$ cat config.mk
export PLATFORM = sky130hd
export DESIGN_NAME = i2s_rx
export DESIGN_NICKNAME = d
export VERILOG_FILES = /design/src/source/audio_eq_pkg.sv /design/src/source/i2s_rx.sv
export SDC_FILE = /design/constraint.sdc
export NUM_CORES = 1
export LEC_CHECK = 0
export BUFFER_PORTS_ARGS = -buffer_cell sky130_fd_sc_hd__buf_2
export CELL_PAD_IN_SITES_DETAIL_PLACEMENT = 0
export CELL_PAD_IN_SITES_GLOBAL_PLACEMENT = 1
export CORE_ASPECT_RATIO = 1.25
export CORE_MARGIN = 3
export CORE_UTILIZATION = 42
export DETAILED_ROUTE_END_ITERATION = 10
export PLACE_DENSITY = 0.71
export SYNTH_ARGS = -nofsm -noshare
export SYNTH_HDL_FRONTEND = slang
export SYNTH_SLANG_ARGS = --single-unit
$ cat constraint.sdc
create_clock -name clk -period 3.2 [get_ports clk]
set_input_delay 0.64 -clock clk [delete_from_list [all_inputs] [get_ports clk]]
set_output_delay 0.64 -clock clk [all_outputs]
set_load 0.01 [all_outputs]
$ cat src/source/audio_eq_pkg.sv
package audio_eq_pkg;

    localparam int SAMPLE_W   = 16;                  // signed pcm
    localparam int COEF_W     = 16;                  // signed q1.15
    localparam int NUM_TAPS   = 4;
    localparam int NUM_BANDS  = 4;
    localparam int BAND_W     = 20;                  // band filter output
    localparam int GAIN_W     = 8;                   // unsigned q1.7
    localparam int TAP_IDX_W  = $clog2(NUM_TAPS);
    localparam int BAND_IDX_W = $clog2(NUM_BANDS);
    localparam int ACC_W      = SAMPLE_W + COEF_W + TAP_IDX_W;       // fir mac
    localparam int MIX_W      = BAND_W + GAIN_W + 1 + BAND_IDX_W;    // gain sum

    localparam logic [GAIN_W-1:0] GAIN_UNITY = GAIN_W'(128);

    // apb register map
    localparam logic [7:0] ADDR_CTRL  = 8'h00;
    localparam logic [7:0] ADDR_COEF  = 8'h04;
    localparam logic [7:0] ADDR_GAIN0 = 8'h10;       // band b at +4*b

    // one apb data word, seen as coefficient entry or as control bits
    typedef union packed {
        struct packed {
            logic [31-BAND_IDX_W-TAP_IDX_W-COEF_W:0] rsvd;
            logic [BAND_IDX_W-1:0]                   band;   // target filter
            logic [TAP_IDX_W-1:0]                    tap;
            logic [COEF_W-1:0]                       data;   // q1.15 value
        } coef;
        struct packed {
            logic [29:0] rsvd;
            logic        bypass;                     // raw samples to dac
            logic        enable;                     // audio on
        } ctrl;
    } apb_word_u;

endpackage

$ cat src/source/i2s_rx.sv
`timescale 1ns/1ps

module i2s_rx import audio_eq_pkg::*; (
    input  logic                clk,
    input  logic                arst_n,
    input  logic                enable,
    input  logic                i2s_bclk,
    input  logic                i2s_lrclk,
    input  logic                i2s_sdata,
    output logic [SAMPLE_W-1:0] sample,
    output logic                sample_right,
    output logic                sample_valid
);

    logic [1:0]          bclk_s;        // two flop syncs
    logic [1:0]          lrclk_s;
    logic [1:0]          sdata_s;
    logic                bclk_d;        // edge detect delay
    logic                bclk_rise;     // registered rise strobe
    logic                lrclk_r;       // aligned with bclk_rise
    logic                sdata_r;
    logic                lr_prev;       // lrclk at previous rise
    logic [4:0]          bit_cnt;       // SAMPLE_W means idle
    logic [SAMPLE_W-1:0] shift;
    logic                bit_take;
    logic                last_bit;

    assign bit_take = bclk_rise && (lrclk_r == lr_prev) && (bit_cnt != 5'(SAMPLE_W));
    assign last_bit = bit_take && (bit_cnt == 5'(SAMPLE_W - 1));

    always_ff @(posedge clk or negedge arst_n) begin
        if (!arst_n) begin
            bclk_s       <= '0;
            lrclk_s      <= '0;
            sdata_s      <= '0;
            bclk_d       <= 1'b0;
            bclk_rise    <= 1'b0;
            lrclk_r      <= 1'b0;
            sdata_r      <= 1'b0;
            lr_prev      <= 1'b0;
            bit_cnt      <= 5'(SAMPLE_W);
            sample_valid <= 1'b0;
        end else begin
            bclk_s       <= {bclk_s[0], i2s_bclk};
            lrclk_s      <= {lrclk_s[0], i2s_lrclk};
            sdata_s      <= {sdata_s[0], i2s_sdata};
            bclk_d       <= bclk_s[1];
            bclk_rise    <= bclk_s[1] & ~bclk_d;
            lrclk_r      <= lrclk_s[1];
            sdata_r      <= sdata_s[1];
            sample_valid <= enable & last_bit;    // dropped while disabled
            if (bclk_rise) begin
                lr_prev <= lrclk_r;
                if (lrclk_r != lr_prev) begin
                    bit_cnt <= '0;                // msb comes on next rise
                end else if (bit_take) begin
                    bit_cnt <= bit_cnt + 5'd1;
                end
            end
        end
    end

    always_ff @(posedge clk) begin
        if (bit_take) begin
            shift <= {shift[SAMPLE_W-2:0], sdata_r};  // msb first
        end
        if (last_bit) begin
            sample       <= {shift[SAMPLE_W-2:0], sdata_r};
            sample_right <= lr_prev;                  // lrclk high is right
        end
    end

endmodule

Yosys cells after proc, flatten, opt, wreduce, memory -nomap -nowiden
Index checks and enable logic that the tools add are counted.

cells by class
  add/sub/neg operators = 1
  eq/ne operators = 4
  muxes and demuxes = 2
  bitwise logic cells = 3
  reductions and logical operators = 5

operators by type and width
  kind                                                             count
  5-bit 2-to-1 mux                                                 2
  5-bit by 1-bit adder with 5-bit output, second input constant    1
  5-bit by 4-bit == test with 1-bit output, second input constant  1
  5-bit inequality test, second input constant                     1
  1-bit logical AND                                                3
  1-bit AND                                                        2
  2-bit AND reduction                                              1
  2-bit nonzero test                                               1
  1-bit == test                                                    1
  1-bit inequality test                                            1
  1-bit inverter                                                   1

storage, ports and cells
  register bits = 49
  bits of input ports = 6
  output and inout bits = 18
  word-level logic and storage cells = 28

Logic depth before layout (Yosys ltp)
  depth in word-level cells = 5
  gate-level depth with buffers = 5
  depth with buffers taken out = 5

Worst setup path after synthesis
Ideal clock, no wire load.

  path type = flip-flop to flip-flop
  from = reg bit_cnt[0]
  to = reg sample[0] (enable)
  setup time = 0.375 ns
  arrival = 1.884 ns
  data required time = 2.825 ns
  slack = 0.941 ns
  cell stages (with the launch flop) = 6
  buffers on the path = 0
  cells stage by stage = dfrtp_1 -> inv_1 -> ha_1 -> nand4bb_1 -> nor3b_4 -> and2_1

between the ends
  cells in the longest elaborated chain, start to end = 3
  elaborated cells between the ends (all ways) = 4
  classes of those cells = eq/ne: 2; reduce/logical: 2

ends and longest elaborated chain
  what                      line          text
  start: declaration        i2s_rx.sv:23  logic [4:0] bit_cnt;
  start signal: assignment  i2s_rx.sv:41  bit_cnt <= 5'(SAMPLE_W);
  start signal: assignment  i2s_rx.sv:57  bit_cnt <= bit_cnt + 5'd1;
  5-bit inequality test     i2s_rx.sv:28  assign bit_take = bclk_rise && (lrclk_r == lr_prev) && (bit_cnt != 5'(SAMPLE_W));
  1-bit logical AND         i2s_rx.sv:28
  via bit_take              i2s_rx.sv:25  logic bit_take;
  1-bit logical AND         i2s_rx.sv:29  assign last_bit = bit_take && (bit_cnt == 5'(SAMPLE_W - 1));
  via last_bit              i2s_rx.sv:26  logic last_bit;
  end signal: assignment    i2s_rx.sv:68  sample <= {shift[SAMPLE_W-2:0], sdata_r};
  end: declaration          i2s_rx.sv:10  output logic [SAMPLE_W-1:0] sample,

The timed path passes the listed nets, and every way through them passes these cells.
A chain may end at the register's enable or synchronous reset.

Worst setup path in the final report
Ends and elaborated chain as after synthesis.

==> results.ini <==
[timing]
fin_crit_ps=2300
fin_ws_ps=898
fin_crit_sh_pct=71.9
tightestPinTransition_ps=755
finalSetupViolCount=0
tns_ps=0
holdWs_ps=262
timing.fmax_mhz=434
hold_viol=0
rsz0062_at_grt=no
final.setup_skew_ps=5.43
slew_viol_final=0
maxSlewHeadroom_pct=49.7

[run_status]
outcome=completed

[setup_path]
cp_num_buf_inv=2
path_delay_family=simple AND/OR/NAND/NOR gates
path_cells=inv_1 -> ha_1 -> nand4bb_1 -> nor3b_4 -> buf_4 -> and2_1
cp_data_arrival_time_ps=2220
crit_path_top_delay_cell=and2_1
critPathMaxStageDelay_ps=660
worstPathRequired_ps=3120
startpoint_type=flop
worstSetupPathType=reg2reg
path_max_fanout=20
cp-end-kind=flop

[clock_network]
clk_pin_slew_ps=80
cts.sinks=49
clockRootBuffer=clkbuf_8
ctsResizeCount=0
cts.path.max_buffers=2
cts_buffers=5
cts-hold-fix-buffers=0
cts.htree.levels=2
cts_tree=built
clk_latency_ps=280
cts_setup_buffers=0

[floorplanning]
die-area_um2=4610
start_util_pct=45.0
io_pins=24
rows=24
die_w_um=61.4
core_area_um2=3570
die_y_um=75.2

[yosys]
ys_types=19
syn_nets=85
syn-cell-area_um2=1610
netlist_top_cells_area=edfxtp_1 (60%), dfrtp_1 (25%), ha_1 (2.3%)
yosysSeqAreaShare_pct=86.2
syn_area_per_cell_um2=21.2
ys_ff_latch=49
syn_inst=76
yosysWarnings=0
synth_top_area_share_pct=59.7
post-synth-top-area-cell=edfxtp_1

[placed_design]
port_buffers=23
routabilityCongestion=0.697
post-place-ws_ps=897
post-dp-hpwl_mm=1.33

[global_routing]
grt_max_degree=21
grt_usage_pct=10.3
grt_busiest_layer=met2
overflow=0
grt_use_met3_pct=4.63
gr-usage-met1_pct=10.2
grt_pass1_vias=721
antenna_found_initial=0
grt_pass1_wl_mm=3.24
grt_util_met2_pct=17.4

[power_and_ir_drop]
ir_worst_vdd_v=0.000376
combPwrFrac_pct=4.7
switching_share_pct=20.1
power_density_nw_per_um2=592
p_int_uw=880
power_frac_seq_pct=65.6
switching_power_uw=221
p_leak_uw=0.000729
clkPwrFrac_pct=29.7

[final_layout]
diodes=0
fillers=281
drive_above_1_share_pct=31.5
nNetsFinal=116
final_cell_mix=edfxtp_1 (32), buf_2 (23), dfrtp_1 (16)
final_common_cell=edfxtp_1
post-route-util_pct=52.1
syn_to_final_growth_pct=15.7

[route]
drc=0
post_drt_wl_per_cell_um=13.8
routed_wl_mm=2.03
routed-via-count=722
drt_first_pass_iters=4
ant_nets=0
drt-vias-per-instance=4.91
first_iter_violations=20

[worst_hold_path]
min_path_type=in2async

[flow_run]
cap_violations=0

[flip-flops by register name, summed over array words and instances, names as in the netlist]
signal,flops
sample,16
shift,15
bit_cnt,5
bclk_s,2
lrclk_s,2
sdata_s,2
bclk_d,1
bclk_rise,1
lr_prev,1
lrclk_r,1
sample_right,1
sample_valid,1
sdata_r,1
[logic make-up after synthesis]
family / Yosys count / share of synthesized area, %
and+or+nand+nor: 9 / 4.67
AOI/OAI and AO/OA: 8 / 3.42
DFF: 49 / 86.2
xor gates and xnor gates: 1 / 1.01
adders and majority gates: 3 / 2.33
buffers and inverters: 4 / 0.933
muxes: 2 / 1.40
[cell usage after synthesis]
cell type and number:
nor3b_4 1, o2bb2ai_1 1, dfstp_2 1, ha_1 3
o21a_1 1, a22o_1 2, o22ai_1 1, nand3b_1 1
mux2_2 1, o21ai_1 3, inv_1 4, and3_1 3
nor2b_1 2, nand4bb_1 1, and2_1 1, mux2_1 1
dfrtp_1 16, xor2_2 1, edfxtp_1 32
[worst paths after layout]
path / start / endpoint / slack, ps / cells after the start
worst min register to register: sdata_s[1] / sdata_r / 350 / 0
worst min-delay path: arst_n / bit_cnt[3] / 260 / 1
worst max-delay path: bit_cnt[0] / sample[0] / 900 / 6
min in group clk: sdata_s[1] / sdata_r / 350 / 0
max in group asynchronous: arst_n / bit_cnt[4] / 2630 / 1
worst max register to register: bit_cnt[0] / sample[0] / 900 / 6
[final cells by class]
| class | count | area (um2) | share of cell area, % |
|---|---|---|---|
| timing repair buffer | 24 | 123 | 6.59 |
| tap | 39 | 48.8 | 2.62 |
| clock inverter | 1 | 5.00 | 0.269 |
| multi-input combinational | 23 | 206 | 11.1 |
| sequential | 49 | 1390 | 74.5 |
| clock buffer | 7 | 76.3 | 4.10 |
| inverter | 4 | 15.0 | 0.806 |
[per-stage QoR]
step / std cells / total power, uW / instance area [um2]
2_1_floorplan: 76 / 766 / 1610
3_3_place_gp: 139 / 783 / 1780
3_5_place_dp: 139 / 788 / 1780
4_1_cts: 147 / 1120 / 1860
5_1_grt: 147 / 1150 / 1860
6_report: 147 / 1100 / 1860
[power groups by stage]
| stage | sequential, uW | combinational [uW] | clock (uW) |
|---|---|---|---|
| global route | 727 | 59.6 | 363 |
| global placement | 734 | 48.8 | 0 |
| finish | 722 | 52.0 | 327 |
| detailed placement | 736 | 52.0 | 0 |
| floorplan | 730 | 35.1 | 0 |
| CTS | 723 | 53.5 | 345 |
[per-layer routing]
layer	routed length [um]	share of wire [%]
met1	840	41
met2	1030	51
met3	122	6.0
met4	37	1.8
met5	0	0
Power figures use the tool's default switching activity.
