### src/source/audio_eq_pkg.sv
package audio_eq_pkg;

    localparam int SAMPLE_W   = 16;                  // signed pcm
    localparam int COEF_W     = 16;                  // signed q1.15
    localparam int NUM_TAPS   = 4;
    localparam int NUM_BANDS  = 4;
    localparam int BAND_W     = 20;                  // band filter output
    localparam int GAIN_W     = 8;                   // unsigned q1.7
    localparam int TAP_IDX_W  = $clog2(NUM_TAPS);
    localparam int BAND_IDX_W = $clog2(NUM_BANDS);
    localparam int ACC_W      = SAMPLE_W + COEF_W + TAP_IDX_W;       // fir mac
    localparam int MIX_W      = BAND_W + GAIN_W + 1 + BAND_IDX_W;    // gain sum

    localparam logic [GAIN_W-1:0] GAIN_UNITY = GAIN_W'(128);

    // apb register map
    localparam logic [7:0] ADDR_CTRL  = 8'h00;
    localparam logic [7:0] ADDR_COEF  = 8'h04;
    localparam logic [7:0] ADDR_GAIN0 = 8'h10;       // band b at +4*b

    // one apb data word, seen as coefficient entry or as control bits
    typedef union packed {
        struct packed {
            logic [31-BAND_IDX_W-TAP_IDX_W-COEF_W:0] rsvd;
            logic [BAND_IDX_W-1:0]                   band;   // target filter
            logic [TAP_IDX_W-1:0]                    tap;
            logic [COEF_W-1:0]                       data;   // q1.15 value
        } coef;
        struct packed {
            logic [29:0] rsvd;
            logic        bypass;                     // raw samples to dac
            logic        enable;                     // audio on
        } ctrl;
    } apb_word_u;

endpackage

### src/source/eq_mixer.sv
`timescale 1ns/1ps

module eq_mixer import audio_eq_pkg::*; (
    input  logic                             clk,
    input  logic                             arst_n,
    input  logic                             bypass,
    input  logic [NUM_BANDS-1:0][GAIN_W-1:0] gains,
    input  logic [SAMPLE_W-1:0]              sample,
    input  logic                             sample_right,
    input  logic                             sample_valid,
    input  logic [NUM_BANDS-1:0][BAND_W-1:0] band_outs,
    input  logic                             band_valid,
    output logic [SAMPLE_W-1:0]              mix,
    output logic                             mix_right,
    output logic                             mix_valid
);

    logic [SAMPLE_W-1:0]     raw_q;      // bypass path
    logic                    right_q;    // channel of current sample
    logic signed [MIX_W-1:0] acc;
    logic signed [MIX_W-1:0] acc_sh;
    logic [SAMPLE_W-1:0]     sat;

    always_comb begin
        acc = '0;
        for (int b = 0; b < NUM_BANDS; b++) begin
            // gain is unsigned so zero extend before the signed multiply
            acc = acc + MIX_W'($signed(band_outs[b]) * $signed({1'b0, gains[b]}));
        end
        acc_sh = acc >>> (GAIN_W - 1);                   // q1.7 to integer
        if (acc_sh[MIX_W-1:SAMPLE_W-1] == '0 || acc_sh[MIX_W-1:SAMPLE_W-1] == '1) begin
            sat = acc_sh[SAMPLE_W-1:0];                  // fits
        end else if (acc_sh[MIX_W-1]) begin
            sat = {1'b1, {(SAMPLE_W-1){1'b0}}};          // clamp negative
        end else begin
            sat = {1'b0, {(SAMPLE_W-1){1'b1}}};          // clamp positive
        end
    end

    always_ff @(posedge clk or negedge arst_n) begin
        if (!arst_n) begin
            mix_valid <= 1'b0;
        end else begin
            mix_valid <= band_valid;
        end
    end

    always_ff @(posedge clk) begin
        if (sample_valid) begin
            raw_q   <= sample;
            right_q <= sample_right;
        end
        if (band_valid) begin
            mix       <= bypass ? raw_q : sat;
            mix_right <= right_q;
        end
    end

endmodule

### config.mk
export PLATFORM = sky130hd
export DESIGN_NAME = eq_mixer
export DESIGN_NICKNAME = d
export VERILOG_FILES = /design/src/source/audio_eq_pkg.sv /design/src/source/eq_mixer.sv
export SDC_FILE = /design/constraint.sdc
export NUM_CORES = 2
export LEC_CHECK = 0
export ABC_AREA = 1
export BUFFER_PORTS_ARGS = -buffer_cell sky130_fd_sc_hd__buf_2
export CORE_ASPECT_RATIO = 1.4
export CORE_MARGIN = 2
export CORE_UTILIZATION = 45
export CTS_CLUSTER_DIAMETER = 120
export CTS_CLUSTER_SIZE = 12
export DETAILED_ROUTE_END_ITERATION = 10
export PLACE_DENSITY = 0.64
export REMOVE_ABC_BUFFERS = 1
export SYNTH_ARGS = -nofsm -noshare
export SYNTH_HDL_FRONTEND = slang
export SYNTH_SLANG_ARGS = --single-unit
### constraint.sdc
create_clock -name clk -period 0.9 [get_ports clk]
set_input_delay 0.18 -clock clk [delete_from_list [all_inputs] [get_ports clk]]
set_output_delay 0.18 -clock clk [all_outputs]
set_load 0.005 [all_outputs]
# Word level (Yosys, flattened, before mapping)
# Index checks and enable logic that the tools add are counted.
# Widths: inputs -> output; s select.
classes:
  addsub: 3
  n_mul: 4
  div_mod_pow: 0
  order_cmp: 0
  n_eq_ne: 1
  shifts: 0
  mux: 3
  bitwise_logic: 0
  reduce_logical: 2
ops:
  columns: ["operator", "n"]
  rows:
  - ["$mul 20x9->29", 4]
  - ["$mux 16", 3]
  - ["$add 30x29->31", 1]
  - ["$add 31x29->31", 1]
  - ["$add 29x29->30", 1]
  - ["$eq 16x16->1 const B", 1]
  - ["$logic_not 16->1", 1]
  - ["$logic_or 1x1->1", 1]
word_totals:
  ff_bits: 35
  latch_bits: 0
  mem_bits_rw: 0
  mem_bits_ro: 0
  in_bits: 134
  out_inout_bits: 18
  word_cells: 18
  n_memories: 0

# Depth between registers and ports, before layout
depth:
  ltp_word: 8
  mapped_depth: 35
  depth_no_buf: 33

# Least setup slack after synthesis
# OpenSTA, ideal clock, no wires.
synth_timing:
  path_kind: "input-to-reg"
  from: "input port gains[0] (netlist bit)"
  to: "register mix[10] (data pin)"
  setup_ns: 0.256
  arrival_ns: 6.670
  t_required_ns: 0.644
  setup_slack_ns: -6.026
  path_stages: 28
  path_buffers: 2
  cell_sequence: "clkbuf_1 > nand2_1 > inv_1 > fa_1 > fa_1 > inv_1 > fa_1 > inv_1 > fa_1 > inv_1 > fa_1 > fa_1 > fa_1 > fa_1 > inv_1 > ha_1 > inv_1 > nor3_2 > nand2_1 > nor2_1 > nand2_1 > nand3_1 > nand3_2 > nor2_4 > nand2_2 > a21oi_4 > buf_6 > a21oi_2"
synth_between:
  elab_chain_cells: 8
  word_cells_on_any_way: 10
  cone_classes: "3 x add/sub; 1 x mul; 1 x eq/ne; 3 x mux; 2 x reduce/logical"
synth_rtl:
  columns: ["element", "line", "rtl"]
  rows:
  - ["start: declaration", "eq_mixer.sv:7", "input logic [NUM_BANDS-1:0][GAIN_W-1:0] gains,"]
  - ["$mul 20x9->29 *", "eq_mixer.sv:28", "acc = acc + MIX_W'($signed(band_outs[b]) * $signed({1'b0, gains[b]}));"]
  - ["$add 29x29->30 *", "eq_mixer.sv:28", null]
  - ["$add 30x29->31 *", "eq_mixer.sv:28", null]
  - ["$add 31x29->31 *", "eq_mixer.sv:28", null]
  - ["$eq 16x16->1 / $logic_not 16->1 (equally long branches)", "eq_mixer.sv:31", "if (acc_sh[MIX_W-1:SAMPLE_W-1] == '0 || acc_sh[MIX_W-1:SAMPLE_W-1] == '1) begin"]
  - ["$logic_or 1x1->1", "eq_mixer.sv:31", null]
  - ["$mux 16 *", "eq_mixer.sv:31", null]
  - ["$mux 16 *", "eq_mixer.sv:54", "mix <= bypass ? raw_q : sat;"]
  - ["end signal: assignment", "eq_mixer.sv:54", null]
  - ["end: declaration", "eq_mixer.sv:13", "output logic [SAMPLE_W-1:0] mix,"]
# Every way passes the cells marked *; elsewhere a longest branch is shown, timed or not.
# A chain may end at the register's enable or synchronous reset.

# Worst setup path in the final report
layout_timing:
  from: "input port gains[0] (netlist bit)"
  to: "register mix[3] (data pin)"
# The elaborated chain is that of the path after synthesis.

==> impl_metrics.ini <==
[hold_path]
holdPathEnd = raw_q[2]
hp-class = primary input to register
hold_depth = 1
hp-start = sample[2]

[worst_setup_path]
cp-end-kind = register
cp-start-kind = primary input
crit_path_max_fanout = 8
timing.critical_path.buf_inv = 8
critical_path_arrival_ns = 6.80
r2r_slack_ns = 0.06
cpLargestDelayFamily = adder cells
r2r_start = raw_q[12]
crit_type = primary input to register
slowest_stage_cell_on_the_critical_path = fa_2
critical_path.reg2reg.endpoint = mix[12]
r2r_worst_path_depth = 2
required_ns = 0.93
critical-path-top-cell-by-count = fa_1
cpPeakStageDelay_ns = 0.63

[yosys]
synthesis.yosys.warnings = 0
synth-seq-area-share = 0.03990
synth_area_leaders = fa_1 51%, inv_1 17%, nand2_1 12%
syn-mean-instance-area_um2 = 8.012
cell_area_after_synthesis_mm2 = 0.02622
ys_ff_latch = 35
yosys.cell_count.top_type = inv_1
yosys.area.top_type_share = 0.5124
asyncSetResetFlopFracSynth = 0.02857
count_of_mapped_cells_out_of_synthesis = 3272
synth-edff-count = 34
netlist_cell_types = 33
ys_top_cells_by_count = 1207 x inv_1, 840 x nand2_1, 671 x fa_1
top_flip_flop_cell_by_instance_count_after_synthesis = edfxtp_1
synth_area_leader_cell = fa_1

[floorplan]
die_y_um = 289.6
initial_core_utilization = 0.4558
io_pins = 152
die-area_mm2 = 0.06023
row_count = 104
die_w_um = 208.0
fp.coreArea_mm2 = 0.05752

[drt]
antenna_left = 0
postRouteWirelength_mm = 68.74
routed_via_density = 4.697
dr.pass1.iters = 5
initialDrtViolationCount = 1014
detailed_route_wire_length_per_cell_um = 15.89
drc_errors = 0
vias = 20323

[final_layout]
final_cell_area_mm2 = 0.03122
drive_gt1_frac = 0.2057
nFillCells = 5343
layout.nets = 4555
final_core_utilization = 0.5429
layout-area-overhead-vs-synth_pct = 19.10

[status]
outcome = finished with violations
violations_in_the_final_reports = negative setup slack

[clock_network]
cts_buffers = 5
clkTransAtPathRegs_ns = 0.05
cts.root.buffer_cell = clkbuf_16
tritoncts_sinks = 35
cts.htree.levels = 2
cts.path.max_buffers = 2
tritoncts = built
clk_latency_ns = 0.28

[timing]
layout_worst_path_cycle_share = 7.525
setup_viol = 34
hold_slack_ns = 0.07487
grt_setup_unrepaired = yes
timing.final.hold_violations = 0
timing_worst_slew_pin_value_ns = 0.4631
fmaxAchievable_mhz = 147.7
finClkSkew_ns = 0.005043
layout_setup_ws_ns = -5.873
final_period_minus_worst_setup_slack_ns = 6.773
worst_slew_margin_rel = 0.6909
slew_viol_final = 0

[placement]
hpwl_mm = 61.80
io_buffer_count = 151
place_area_mm2 = 0.02940
gp_routability_congestion = 0.9687

[global_route]
grt_pass1_vias = 22200
track_usage = 0.2376
grt_max_degree = 19
globalRouteOverflowTotal = 0
antenna_found_initial = 8
grt_pass1_wl_mm = 110.6

[flow_run]
max_cap_violations = 0
kinds of logic (layout without fill, tap and decap cells):
family	Yosys count	in the layout	share of synthesized area
other	0	7	0
AOI/OAI and AO/OA	54	54	0.01284
DFF	35	35	0.03990
xor gates and xnor gates	24	24	0.008018
adders and majority gates	844	844	0.5950
and+or+nand+nor	960	961	0.1455
buffers and inverters	1355	1660	0.1987
cells in the final DEF (no fill, tap or decap), drive strengths merged:
master / n
o21bai: 2
nand2: 863
xnor2: 11
a31oi: 4
nor2: 52
o21ai: 6
inv: 1208
xor2: 13
nor3: 3
dfrtp: 1
edfxtp: 34
ha: 173
or2: 1
nand4: 8
clkbuf: 18
diode: 7
dlygate4sd3: 1
buf: 432
nand3: 32
clkinv: 1
nor4: 1
a21oi: 42
fa: 671
and2: 1
layer usage:
layer,vias to the layer above,track usage,part of all wire
li1,9424,-,-
met1,10184,0.2494,0.33
met2,528,0.4667,0.56
met3,187,0.01286,0.033
met4,0,0.1415,0.071
met5,-,0,0
state kept, by name, indices dropped and copies added (netlist names):
register,cells
mix_valid,1
mix,16
right_q,1
mix_right,1
raw_q,16
stage by stage:
step | TNS [ns] | instances | worst slack [ns]
2_1_floorplan | -93.69 | 3125 | -5.906
3_3_place_gp | -104.01 | 4275 | -6.536
3_5_place_dp | -104.23 | 4275 | -6.548
4_1_cts | -95.19 | 4308 | -5.890
5_1_grt | -97.97 | 4325 | -6.044
6_report | -94.55 | 4327 | -5.873
final cells by class:
| type | count | area [µm²] | area share |
|---|---|---|---|
| antenna | 7 | 17.52 | 0.0005610 |
| clock buffer | 7 | 132.6 | 0.004248 |
| clock inverter | 1 | 5.005 | 0.0001603 |
| inverter | 1208 | 4542 | 0.1455 |
| multi-input combinational | 1883 | 20970 | 0.6717 |
| sequential | 35 | 1046 | 0.03350 |
| tap | 742 | 928.4 | 0.02973 |
| timing repair buffer | 444 | 3580 | 0.1147 |
worst max-delay path by stage:
| stage | from | end | slack [ns] | cells after the start |
|---|---|---|---|---|
| CTS | gains[27] | mix[3] | -5.89 | 33 |
| global placement | gains[27] | mix[1] | -6.54 | 33 |
| finish | gains[0] | mix[3] | -5.87 | 30 |
| floorplan | band_outs[19] | mix[0] | -5.91 | 30 |
| global route | band_outs[54] | mix[3] | -6.04 | 33 |
| detailed placement | gains[27] | mix[3] | -6.55 | 33 |
repair_timing:
| item | CTS | global route |
|---|---|---|
| buffers inserted | 22 | 13 |
| gates resized for setup | 177 | 230 |
| hold endpoints to repair | 1 | 0 |
| hold buffers | 1 | 0 |
| cloned | 2 | 1 |
| setup endpoints to repair | 34 | 34 |
| pin swaps | 81 | 149 |
Power is left out: the tool's default activity adds up to more than one toggle a clock period on the data nets, which glitch-free logic cannot reach.
