`config.mk`:
```
export PLATFORM = sky130hd
export DESIGN_NAME = apb_regs
export DESIGN_NICKNAME = d
export VERILOG_FILES = /design/src/source/audio_eq_pkg.sv /design/src/source/apb_regs.sv
export SDC_FILE = /design/constraint.sdc
export NUM_CORES = 1
export LEC_CHECK = 0
export ABC_AREA = 1
export BUFFER_PORTS_ARGS = -buffer_cell sky130_fd_sc_hd__buf_2
export CAP_MARGIN = 20
export CORE_MARGIN = 2
export CORE_UTILIZATION = 41
export DETAILED_ROUTE_END_ITERATION = 8
export GPL_TIMING_DRIVEN = 0
export PLACE_DENSITY_LB_ADDON = 0.15
export SYNTH_ARGS = -nofsm -noshare
export SYNTH_HDL_FRONTEND = slang
export SYNTH_SLANG_ARGS = --single-unit
```
`constraint.sdc`:
```
create_clock -name clk -period 1.7 [get_ports clk]
set_input_delay 0.51 -clock clk [delete_from_list [all_inputs] [get_ports clk]]
set_output_delay 0.51 -clock clk [all_outputs]
set_load 0.01 [all_outputs]
```
`src/source/audio_eq_pkg.sv`:
```
package audio_eq_pkg;

    localparam int SAMPLE_W   = 16;                  // signed pcm
    localparam int COEF_W     = 16;                  // signed q1.15
    localparam int NUM_TAPS   = 4;
    localparam int NUM_BANDS  = 4;
    localparam int BAND_W     = 20;                  // band filter output
    localparam int GAIN_W     = 8;                   // unsigned q1.7
    localparam int TAP_IDX_W  = $clog2(NUM_TAPS);
    localparam int BAND_IDX_W = $clog2(NUM_BANDS);
    localparam int ACC_W      = SAMPLE_W + COEF_W + TAP_IDX_W;       // fir mac
    localparam int MIX_W      = BAND_W + GAIN_W + 1 + BAND_IDX_W;    // gain sum

    localparam logic [GAIN_W-1:0] GAIN_UNITY = GAIN_W'(128);

    // apb register map
    localparam logic [7:0] ADDR_CTRL  = 8'h00;
    localparam logic [7:0] ADDR_COEF  = 8'h04;
    localparam logic [7:0] ADDR_GAIN0 = 8'h10;       // band b at +4*b

    // one apb data word, seen as coefficient entry or as control bits
    typedef union packed {
        struct packed {
            logic [31-BAND_IDX_W-TAP_IDX_W-COEF_W:0] rsvd;
            logic [BAND_IDX_W-1:0]                   band;   // target filter
            logic [TAP_IDX_W-1:0]                    tap;
            logic [COEF_W-1:0]                       data;   // q1.15 value
        } coef;
        struct packed {
            logic [29:0] rsvd;
            logic        bypass;                     // raw samples to dac
            logic        enable;                     // audio on
        } ctrl;
    } apb_word_u;

endpackage

```
`src/source/apb_regs.sv`:
```
`timescale 1ns/1ps

module apb_regs import audio_eq_pkg::*; (
    input  logic                             clk,
    input  logic                             arst_n,
    input  logic                             psel,
    input  logic                             penable,
    input  logic                             pwrite,
    input  logic [7:0]                       paddr,
    input  logic [31:0]                      pwdata,
    output logic [31:0]                      prdata,
    output logic                             pready,
    output logic                             pslverr,
    output logic                             enable,
    output logic                             bypass,
    output logic [NUM_BANDS-1:0]             coef_wr,     // one hot band select
    output logic [TAP_IDX_W-1:0]             coef_tap,
    output logic [COEF_W-1:0]                coef_data,
    output logic [NUM_BANDS-1:0][GAIN_W-1:0] gains
);

    apb_word_u             wword;       // write data decoded
    apb_word_u             rword;       // read data built
    logic                  access;      // apb access phase
    logic                  wr_en;
    logic                  gain_hit;
    logic [BAND_IDX_W-1:0] gain_sel;
    logic                  addr_hit;

    assign wword   = pwdata;
    assign access  = psel & penable;
    assign wr_en   = access & pwrite;
    assign pready  = access;                 // no wait states
    assign pslverr = access & ~addr_hit;     // unmapped offset
    assign prdata  = rword;

    ////////////////////////////////////////
    // address decode and read mux
    ////////////////////////////////////////
    always_comb begin
        gain_hit = 1'b0;
        gain_sel = '0;
        for (int b = 0; b < NUM_BANDS; b++) begin
            if (paddr == ADDR_GAIN0 + 8'(4 * b)) begin
                gain_hit = 1'b1;
                gain_sel = BAND_IDX_W'(b);
            end
        end
        addr_hit = gain_hit || (paddr == ADDR_CTRL) || (paddr == ADDR_COEF);
    end

    always_comb begin
        rword = '0;                          // coef offset reads zero
        if (paddr == ADDR_CTRL) begin
            rword.ctrl.enable = enable;
            rword.ctrl.bypass = bypass;
        end else if (gain_hit) begin
            rword = 32'(gains[gain_sel]);
        end
    end

    ////////////////////////////////////////
    // register writes
    ////////////////////////////////////////
    always_ff @(posedge clk or negedge arst_n) begin
        if (!arst_n) begin
            enable  <= 1'b0;
            bypass  <= 1'b0;
            coef_wr <= '0;
            gains   <= {NUM_BANDS{GAIN_UNITY}};    // unity gain
        end else begin
            coef_wr <= '0;                         // single cycle pulse
            if (wr_en && paddr == ADDR_CTRL) begin
                enable <= wword.ctrl.enable;
                bypass <= wword.ctrl.bypass;
            end
            if (wr_en && paddr == ADDR_COEF) begin
                coef_wr <= NUM_BANDS'(1) << wword.coef.band;
            end
            if (wr_en && gain_hit) begin
                gains[gain_sel] <= pwdata[GAIN_W-1:0];
            end
        end
    end

    // qualified by coef_wr in the bands
    always_ff @(posedge clk) begin
        if (wr_en && paddr == ADDR_COEF) begin
            coef_tap  <= wword.coef.tap;
            coef_data <= wword.coef.data;
        end
    end

endmodule

```
# Word level (Yosys, flattened, before mapping)
# Cells that the tools add are included.
op_classes:
  order_cmp: 2
  eq_ne: 5
  shift: 1
  muxes: 16
  n_bitwise: 4
  reduce_logical: 7
ops:
  columns: ["op", "n"]
  rows:
  - ["32-bit bitwise mux", 1]
  - ["8-bit by 5-bit equality test with 1-bit output (second input constant)", 4]
  - ["30-bit two-way mux", 1]
  - ["8-bit two-way mux", 3]
  - ["8-bit binary-select mux with 2-bit select", 1]
  - ["8-bit demux with 2-bit select", 1]
  - ["8-bit by 3-bit equality test with 1-bit output (second input constant)", 1]
  - ["8-bit zero test", 1]
  - ["2-bit two-way mux", 3]
  - ["1-bit two-way mux", 5]
  - ["1-bit logical AND", 4]
  - ["4-bit two-way mux", 1]
  - ["1-bit by 2-bit left shift with 4-bit output (first input constant)", 1]
  - ["1-bit AND", 3]
  - ["2-bit by 3-bit less-than comparator with 1-bit output (second input constant)", 1]
  - ["2-bit by 1-bit greater-or-equal comparator with 1-bit output (second input constant)", 1]
  - ["1-bit logical OR", 2]
  - ["1-bit NOT", 1]
word_totals:
  regBits: 56
  output_inout_bits: 90
  word_cells: 44

# Longest topological paths before layout
# Gate-level depths: netlist (run 1).
depth:
  word_depth: 9
  mapped_depth: 9
  mapped_depth_nobuf: 9

# Least setup slack after synthesis (run 1)
# Ideal clock, no wire load.
synth_timing:
  kind: "input -> register"
  start: "input port psel"
  end: "register coef_data[0] (enable)"
  setup_ns: 0.409
  arrival_ns: 2.049
  required_ns: 1.291
  path_slack_ns: -0.758
  stages: 4
  n_path_buf: 0
  cell_sequence: "nand2_1 inv_1 nand2_1 nor4_2"
synth_between:
  elab_chain_len: 3
synth_lines:
  columns: ["item", "line", "text"]
  rows:
  - ["start: declaration", "apb_regs.sv:6", "input logic psel,"]
  - ["1-bit AND", "apb_regs.sv:31", "assign access = psel & penable;"]
  - ["named net pready", "apb_regs.sv:12", "output logic pready,"]
  - ["1-bit AND", "apb_regs.sv:32", "assign wr_en = access & pwrite;"]
  - ["1-bit logical AND", "apb_regs.sv:88", "if (wr_en && paddr == ADDR_COEF) begin"]
  - ["end signal: assignment", "apb_regs.sv:90", "coef_data <= wword.coef.data;"]
  - ["end: declaration", "apb_regs.sv:18", "output logic [COEF_W-1:0] coef_data,"]
# The timed path passes the listed nets, and every way through them passes these cells.
# A chain may end at the register's enable or synchronous reset.

# Worst setup path after layout (run 1)
layout_timing:
  start: "input port paddr[7]"
  end: "output port prdata[1]"
layout_between:
  elab_chain_len: 8
  elab_cells_between_ends: 16
  classes_between: "eq/ne: 4; mux: 11; reduce/logical: 1"
layout_lines:
  columns: ["item", "line", "text"]
  rows:
  - ["start: declaration", "apb_regs.sv:9", "input logic [7:0] paddr,"]
  - ["8-bit by 5-bit equality test with 1-bit output", "apb_regs.sv:44", "if (paddr == ADDR_GAIN0 + 8'(4 * b)) begin"]
  - ["1-bit two-way mux", "apb_regs.sv:44", null]
  - ["2-bit two-way mux (2 in series)", "apb_regs.sv:44", null]
  - ["8-bit binary-select mux with 2-bit select", "apb_regs.sv:58", "rword = 32'(gains[gain_sel]);"]
  - ["8-bit two-way mux (not written as such)", "apb_regs.sv:58", null]
  - ["8-bit two-way mux", "apb_regs.sv:57", "end else if (gain_hit) begin"]
  - ["2-bit two-way mux (*)", "apb_regs.sv:54", "if (paddr == ADDR_CTRL) begin"]
  - ["end: declaration", "apb_regs.sv:11", "output logic [31:0] prdata,"]
# Every way passes the cells marked *; elsewhere a longest branch is shown, timed or not. The select of a mux whose other input is x is not followed.

==> impl_metrics.yaml, run 1 <==
synthesis:
  synth-xor-area-share_pct: 0
  syn_avg_cell_area_um2: 9.59
  muxShareOfSynthArea_pct: 0
  seq_area_frac_synth_pct: 55.7
  synth_area_um2: 2690
  yosysTopAreaCellShare_pct: 31.7
  postSynth.asyncResetShare_pct: 67.9
  synth_commonest_cells: "81 x nand2_1, 34 x dfrtp_1, 26 x o21ai_1"
  synth_top_family_by_area: "simple AND/OR/NAND/NOR gates"
  yosysMostFrequentCell: "nand2_1"
  yosysWarnings: 0
  synth_edf_count: 18
  yosys.area.top_type: "dfrtp_1"
  synth_adder_area_share_pct: 0
  ys_types: 24
  ys.flop_type: "dfrtp_1"
  synth_compound_area_share_pct: 7.45
  yosys.area_share.simple_pct: 25.1
  ys_seq_elements: 56
  syn_inst: 280
  synthTopCellsByArea: "dfrtp_1 32%, edfxtp_1 20%, nand2_1 11%, buf_4 6.7%, o21ai_1 4.8%"
route:
  dr_wl_met3_um: 390
  drt-initial-drc-count: 109
  routed.top_layer: "met4"
  wl_met2_um: 3890
  via_per_inst: 4.71
  drtAntennaViolNets: 0
  vias: 2460
  dr.pass1.iters: 4
  wl_met1_um: 3190
  drc: 0
  drt-wirelength-per-cell_um: 14.6
  wirelength_um: 7610
timing:
  worst_pin_slew_ns: 0.879
  finClkSkew_ns: 0
  fin_crit_sh_pct: 123
  setup_ws_ns: -0.384
  max_freq_mhz: 480
  fin_setup_tns_ns: -4.97
  whs_ns: 0.317
  rsz0062_at_grt: "yes"
  hold_viol: 0
  drv_slew: 0
  relSlewSlack_pct: 41.4
  period_minus_slack_ns: 2.08
  final-setup-viol-count: 36
layout:
  final_cell_area_um2: 4240
  final_cells: 522
  syn_to_final_growth_pct: 57.9
  seq_area_um2: 1500
  multi_input_area_um2: 1220
  finalNetCount: 489
  fillCellCount: 531
  layout-drive-gt1-share_pct: 60.4
  diodes: 0
die:
  die_h_um: 84.9
  core-area_um2: 6350
  pin_count: 135
  die_w_um: 84.9
  row_count: 29
  initial_core_util_pct: 42.3
  die_area_um2: 7220
grt:
  antenna_found_initial: 0
  overflow: 0
  grt_max_degree: 39
  grt_pass1_wl_um: 11100
  grt_pass1_vias: 2196
  grt_use_total_pct: 19.5
setup_path:
  path_class: "input pin to primary output"
  cp-end-kind: "primary output"
  cp_slowest_cell: "buf_6"
  cpLargestDelayFamily: "simple AND/OR/NAND/NOR gates"
  startpoint_type: "input pin"
  crit_chain: "buf_8, nor2_4, buf_4, nand4_1, buf_6, nand2_1, nand4_1, nand2_1, nand2_2, buf_6"
  r2r_slack_ns: 0.94
  cpPeakStageDelay_ns: 0.16
  critPathArrivalTime_ns: 1.57
  cp_num_buf_inv: 4
  cp_data_required_time_ns: 1.19
  cp_max_fo: 8
clocking:
  cts_made_buffers: 5
  clockRootBuffer: "clkbuf_8"
  tritoncts: "yes"
  insertion_delay_ns: 0.30
  ctsHoldBuffers: 0
  clk_pin_slew_ns: 0.09
  clock_path_buffers: 2
  cts_htree_levels: 2
  clock-sinks: 56
worst_hold_path:
  hold_class: "input pin to asynchronous set/reset pin"
power_and_ir_drop:
  p_leak_uw: 0.00224
  max-vdd-ir-drop_uv: 358
  p_per_area_nw_per_um2: 605
placed_design:
  place_area_um2: 3510
  place.gp.congestion: 0.779
  port_buffers: 98
  hpwl_um: 4890
  placed_cells: 479
run:
  maxCapViolCount: 0
run_status:
  violations: "negative setup slack"
  status: "finished, violations left"
-- cell type report --
cell class / instances / area share [%]
Buffer: 29 / 5.96
Clock buffer: 6 / 1.71
Clock inverter: 2 / 0.826
Inverter: 22 / 2.77
Multi-Input combinational cell: 196 / 28.8
Sequential cell: 56 / 35.3
Tap cell: 77 / 2.27
Timing Repair Buffer: 134 / 22.4
-- metrics by stage --
| stage | utilization [%] | power, uW | worst slack (ns) |
|---|---|---|---|
| 3_5_place_dp | 55.3 | 1670 | -0.634 |
| 3_3_place_gp | 55.1 | 1670 | -0.726 |
| 5_1_grt | 66.8 | 2660 | -0.434 |
| 4_1_cts | 60.4 | 2560 | -0.355 |
| 2_1_floorplan | - | 1580 | -0.173 |
| 6_report | 66.8 | 2570 | -0.384 |
-- state kept, by name, indices dropped and copies added, names as in the netlist --
| signal | flops |
|---|---|
| bypass | 1 |
| coef_data | 16 |
| coef_tap | 2 |
| coef_wr | 4 |
| enable | 1 |
| gains | 32 |
-- repair_timing --
action,CTS,global route
endpoints found under the hold margin,0,0
gates resized for setup,34,58
cloned,1,1
buffers inserted,12,21
pin swaps,23,28
endpoints found under the setup margin,9,57
-- final timing paths --
path,start,endpoint,cells after the start
worst max register to register,gains[15],gains[15],2
min in group clk,pwdata[10],coef_data[10],1
worst min-delay path,arst_n,gains[6],1
worst min register to register,gains[7],gains[7],2
max in group asynchronous,arst_n,gains[11],1
worst max-delay path,paddr[7],prdata[1],10
-- kinds of logic (layout without fill, tap and decap cells) --
group	count (synthesis)	after routing
other	1	24
buffers and inverters	51	193
AND/OR/NAND/NOR	138	138
flip-flops	56	56
AO/OA/AOI/OAI	34	34
-- worst reg2reg max path, stage by stage, from the launching register on --
cell and delay (ns):
dfstp_2 0.57, nand2_1 0.08, o21ai_2 0.05
-- where the power goes --
| group | internal, uW | switching [uW] |
|---|---|---|
| Sequential | 1400 | 4.88 |
| Combinational | 132 | 170 |
| Clock | 438 | 426 |
-- layer usage --
metal  track usage (%)  up-vias
met5                 0        -
met4              5.48        0
met3              2.92       10
met2              32.7       83
met1              26.5     1180
li1                  -     1187
-- layout by cell type (no fill, tap or decap), drive strengths merged --
cell type and count:
buf 162, bufinv 1, clkbuf 7, clkinv 1, conb 24, dfrtp 34, dfstp 4, edfxtp 18
inv 22, nand2 90, nand3 15, nand4 3, nor2 25, nor3 4, nor4 1, o21ai 34
Note: power is estimated with default switching activity, not from simulation.
==> inputs of run 2 (changes only) <==
--- a/config.mk
+++ b/config.mk
@@ -6,8 +6,10 @@
 export NUM_CORES = 1
 export LEC_CHECK = 0
 export ABC_AREA = 1
+export ABC_CLOCK_PERIOD_IN_PS = 1900
 export BUFFER_PORTS_ARGS = -buffer_cell sky130_fd_sc_hd__buf_2
 export CAP_MARGIN = 20
+export CORE_ASPECT_RATIO = 0.6
 export CORE_MARGIN = 2
 export CORE_UTILIZATION = 41
 export DETAILED_ROUTE_END_ITERATION = 8
==> constraint.sdc (replaced) <==
create_clock -name clk -period 1.9 [get_ports clk]
set_input_delay 0.57 -clock clk [delete_from_list [all_inputs] [get_ports clk]]
set_output_delay 0.57 -clock clk [all_outputs]
set_load 0.01 [all_outputs]
==> impl_metrics.yaml, run 2 (synthesis results as in run 1) <==
die:
  die_w_um: 109
  die_h_um: 66.7
  die_area_um2: 7240
  pin_count: 135
  initial_core_util_pct: 43.2
  row_count: 22
  core-area_um2: 6220
route:
  vias: 2284
  drt-initial-drc-count: 127
  dr.pass1.iters: 5
  drtAntennaViolNets: 0
  drt-wirelength-per-cell_um: 13.6
  drc: 0
  via_per_inst: 4.53
  wirelength_um: 6850
worst_hold_path:
  hold_class: "input pin to asynchronous set/reset pin"
setup_path:
  cp_num_buf_inv: 3
  crit_chain: "buf_8, nor2_4, nand2_4, nor3_4, buf_6, nand2_1, nand2_1, nor2_2, nor2_2, buf_2"
  critPathArrivalTime_ns: 1.62
  cp_max_fo: 3
  cp_data_required_time_ns: 1.33
  crit_start: "paddr[7]"
  cp_slowest_cell: "nor3_4"
  r2r_start: "gains[31]"
  cpLargestDelayFamily: "simple AND/OR/NAND/NOR gates"
  path_class: "input pin to primary output"
  cpPeakStageDelay_ns: 0.20
  startpoint_type: "input pin"
  r2r_slack_ns: 1.16
  cp-end-kind: "primary output"
layout:
  layout-drive-gt1-share_pct: 50.5
  diodes: 0
  final_cell_area_um2: 3770
  final_cells: 504
  largest_registers: "gains: 32 flops, coef_data: 16 flops, coef_wr: 4 flops"
  post-route-util_pct: 60.7
  finalNetCount: 464
  mostFrequentLayoutCells: "91 x buf_2, 68 x nand2_1, 34 x dfrtp_1"
  syn_to_final_growth_pct: 40.5
  largest-register: "gains"
  layout_commonest_cell: "buf_2"
  largest_reg_flops: 32
grt:
  grt_pass1_vias: 2129
  grt_pass1_wl_um: 10800
  overflow: 0
  antenna_found_initial: 0
  grt_max_degree: 39
  grt_use_total_pct: 20.0
timing:
  rsz0062_at_grt: "yes"
  final-setup-viol-count: 9
  hold_viol: 0
  worst_pin_slew_ns: 0.857
  relSlewSlack_pct: 42.9
  setup_ws_ns: -0.286
  fin_crit_sh_pct: 115
  drv_slew: 0
  max_freq_mhz: 457
  period_minus_slack_ns: 2.19
  finClkSkew_ns: 0
clocking:
  cts_htree_levels: 2
  clockRootBuffer: "clkbuf_8"
  cts_made_buffers: 5
  clock-sinks: 56
  tritoncts: "yes"
  insertion_delay_ns: 0.30
  clock_path_buffers: 2
  clk_pin_slew_ns: 0.09
  ctsHoldBuffers: 0
run_status:
  violations: "negative setup slack"
  status: "finished, violations left"
placed_design:
  placed_cells: 486
  place_area_um2: 3450
  place.gp.congestion: 0.865
  hpwl_um: 5210
  port_buffers: 98
run:
  maxCapViolCount: 0
power_and_ir_drop:
  p_leak_uw: 0.00205
  p_per_area_nw_per_um2: 557
  max-vdd-ir-drop_uv: 363
run 2: changes by cell type in the layout (fill, tap and decap cells not counted), moves of 10 or more:
cell	change
buf_4	-10
buf_6	-12
nand2_1	+16
nand2_2	-17
o21ai_1	+10
o21ai_2	-10
run 2: repair_timing:
action / in CTS / in global routing
gates cloned: 1 / 0
gates resized for setup: 29 / 22
pin swaps: 22 / 18
setup endpoints to repair: 9 / 9
setup buffers: 7 / 2
run 2: power breakdown:
part	switching (uW)	internal [uW]
clock network	353	258
logic	138	102
registers	4.34	1250
total	495	1610
run 2: area by class of cell:
| cell class | count | area, um2 |
|---|---|---|
| fill | 572 | 2450 |
| sequential | 56 | 1500 |
| multi-input combinational | 196 | 1120 |
| timing repair buffer | 109 | 643 |
| buffer | 29 | 236 |
| tap | 84 | 105 |
| inverter | 22 | 97.6 |
| clock buffer | 7 | 76.3 |
| clock inverter | 1 | 3.75 |
run 2: path summary, 6_finish.rpt:
path                           endpoint  cells after the start
max                           prdata[2]                     10
min                           gains[28]                      1
max reg2reg                   gains[31]                      2
min reg2reg                   gains[23]                      2
max in group asynchronous    coef_wr[2]                      1
min in group clk           coef_data[8]                      1
run 2: per-layer routing:
metal / global-route usage (%) / vias to the layer above / part of all wire, %
met2: 31.6 / 84 / 45
met3: 5.58 / 2 / 9.7
li1: - / 1143 / -
met1: 27.7 / 1055 / 45
met5: 0 / - / 0
met4: 4.01 / 0 / 0.12
run 2: worst reg2reg max path, cell delays in order, from the launching register on:
cell and delay, ns:
dfstp_2 0.56, nand2_1 0.05, o21ai_1 0.07
run 2: stage by stage:
step / setup WS, ns / TNS, ns / total power [uW] / hold slack [ns]
4_1_cts: -0.248 / -2.07 / 2110 / 0.395
5_1_grt: -0.380 / -3.75 / 2200 / 0.421
3_3_place_gp: -0.633 / -18.30 / 1480 / 0.474
3_5_place_dp: -0.516 / -8.11 / 1480 / 0.474
2_1_floorplan: -0.0328 / -0.696 / 1400 / 0.274
6_report: -0.286 / -2.16 / 2100 / 0.366
==> inputs of run 3 (changes only) <==
--- a/config.mk
+++ b/config.mk
@@ -18,3 +18,4 @@
 export SYNTH_ARGS = -nofsm -noshare
 export SYNTH_HDL_FRONTEND = slang
 export SYNTH_SLANG_ARGS = --single-unit
+export TNS_END_PERCENT = 20
==> impl_metrics.yaml, run 3 (synthesis results as in run 1) <==
timing:
  hold_viol: 0
  setup_ws_ns: -0.310
  drv_slew: 0
  finClkSkew_ns: 0
  period_minus_slack_ns: 2.21
  relSlewSlack_pct: 42.8
  final-setup-viol-count: 20
  whs_ns: 0.367
  fin_crit_sh_pct: 116
  rsz0062_at_grt: "yes"
  worst_pin_slew_ns: 0.858
  max_freq_mhz: 452
layout:
  layout_commonest_cell: "buf_2"
  largest_registers: "gains: 32 flops, coef_data: 16 flops, coef_wr: 4 flops"
  final_cell_area_um2: 3770
  largest-register: "gains"
  layout-drive-gt1-share_pct: 50.8
  largest_reg_flops: 32
  finalNetCount: 465
  mostFrequentLayoutCells: "91 x buf_2, 69 x nand2_1, 34 x dfrtp_1"
  diodes: 0
  syn_to_final_growth_pct: 40.2
power_and_ir_drop:
  max-vdd-ir-drop_uv: 330
  p_leak_uw: 0.00205
  p_per_area_nw_per_um2: 564
setup_path:
  endpoint: "prdata[2]"
  startpoint_type: "input pin"
  cp_max_fo: 8
  cpPeakStageDelay_ns: 0.16
  r2r_slack_ns: 1.15
  cp_num_buf_inv: 4
  r2r_start: "gains[31]"
  cpMostUsedCell: "nand2_1"
  reg2reg_to: "gains[31]"
  cp_data_required_time_ns: 1.33
  crit_start: "paddr[7]"
  cpLargestDelayFamily: "buffers and inverters"
  cp.depth: 10
  crit_chain: "buf_8, nor2_4, buf_4, nand4_1, buf_6, nand2_1, nand2_1, nor2_1, nor2_2, buf_2"
  r2r_cells: 2
  cp_slowest_cell: "nor2_4"
  path_class: "input pin to primary output"
  critPathArrivalTime_ns: 1.64
  cp-end-kind: "primary output"
placed_design:
  hpwl_um: 5100
  place.gp.congestion: 0.830
  port_buffers: 98
  place_ws_ns: -0.553
  place_area_um2: 3450
route:
  wl_met2_um: 3050
  wl_met1_um: 3220
  drt-initial-drc-count: 80
  via_per_inst: 4.49
  drt-wirelength-per-cell_um: 13.6
  drc: 0
  dr_wl_met3_um: 601
  dr.pass1.iters: 4
  routed.top_layer: "met4"
  wirelength_um: 6890
  drtAntennaViolNets: 0
  vias: 2265
clocking:
  clockRootBuffer: "clkbuf_8"
  ctsHoldBuffers: 0
  cts_made_buffers: 5
  insertion_delay_ns: 0.30
  clock-sinks: 56
  cts_htree_levels: 2
  clock_path_buffers: 2
  tritoncts: "yes"
  clk_pin_slew_ns: 0.10
run_status:
  violations: "negative setup slack"
  status: "finished, violations left"
grt:
  overflow: 0
  grt_max_degree: 39
  grt_pass1_vias: 1968
  grt_use_total_pct: 19.3
  antenna_found_initial: 0
  grt_pass1_wl_um: 10300
die:
  row_count: 22
  pin_count: 135
  die_h_um: 66.7
  die_w_um: 109
  die_area_um2: 7240
  initial_core_util_pct: 43.2
  core-area_um2: 6220
worst_hold_path:
  hold_class: "input pin to asynchronous set/reset pin"
run:
  maxCapViolCount: 0
[run 3: layout make-up]
class / instances / area (um2)
plain buffers: 29 / 236
clock buffers: 5 / 68.8
clock inverters: 3 / 18.8
fillers: 567 / 2450
inverters: 22 / 90.1
multi-input cells: 196 / 1100
flip-flops and latches: 56 / 1500
well taps: 84 / 105
repair buffers: 110 / 651
[run 3: per-layer routing]
layer / global-route usage, % / up-vias
li1: - / 1139
met1: 29.0 / 1038
met2: 28.8 / 86
met3: 4.79 / 2
met4: 2.40 / 0
met5: 0 / -
[run 3: worst min path at each step]
stage / startpoint / endpoint / slack [ns] / depth (start not counted)
floorplan: arst_n / bypass / 0.27 / 0
global placement: gains[23] / gains[23] / 0.47 / 2
detailed placement: gains[31] / gains[31] / 0.48 / 2
CTS: arst_n / gains[20] / 0.40 / 1
global route: arst_n / gains[20] / 0.42 / 1
finish: arst_n / gains[18] / 0.37 / 1
[run 3: worst register-to-register path: stages (launching register included)]
cell and delay [ns]:
dfstp_2 0.56, nand2_1 0.05, o21ai_1 0.07
[run 3: through the flow]
step	cells	setup TNS [ns]	total power [uW]	util, %
2_1_floorplan	303	-0.761	1400	-
3_3_place_gp	485	-19.03	1480	55.2
3_5_place_dp	486	-10.32	1480	55.5
4_1_cts	502	-2.15	2130	59.3
6_report	505	-3.45	2130	60.6
5_1_grt	505	-5.61	2220	60.6
[run 3: power by group]
group | internal, uW | total [uW] | switching (uW)
Clock | 258 | 638 | 380
Combinational | 98.9 | 234 | 135
Sequential | 1250 | 1250 | 4.16
Total | 1610 | 2130 | 519
[run 3: timing repair]
action,CTS,global route
hold endpoints to repair,0,0
resized for setup,29,17
setup endpoints to repair,20,20
gates cloned,1,0
pin swaps,21,13
setup buffers,7,3
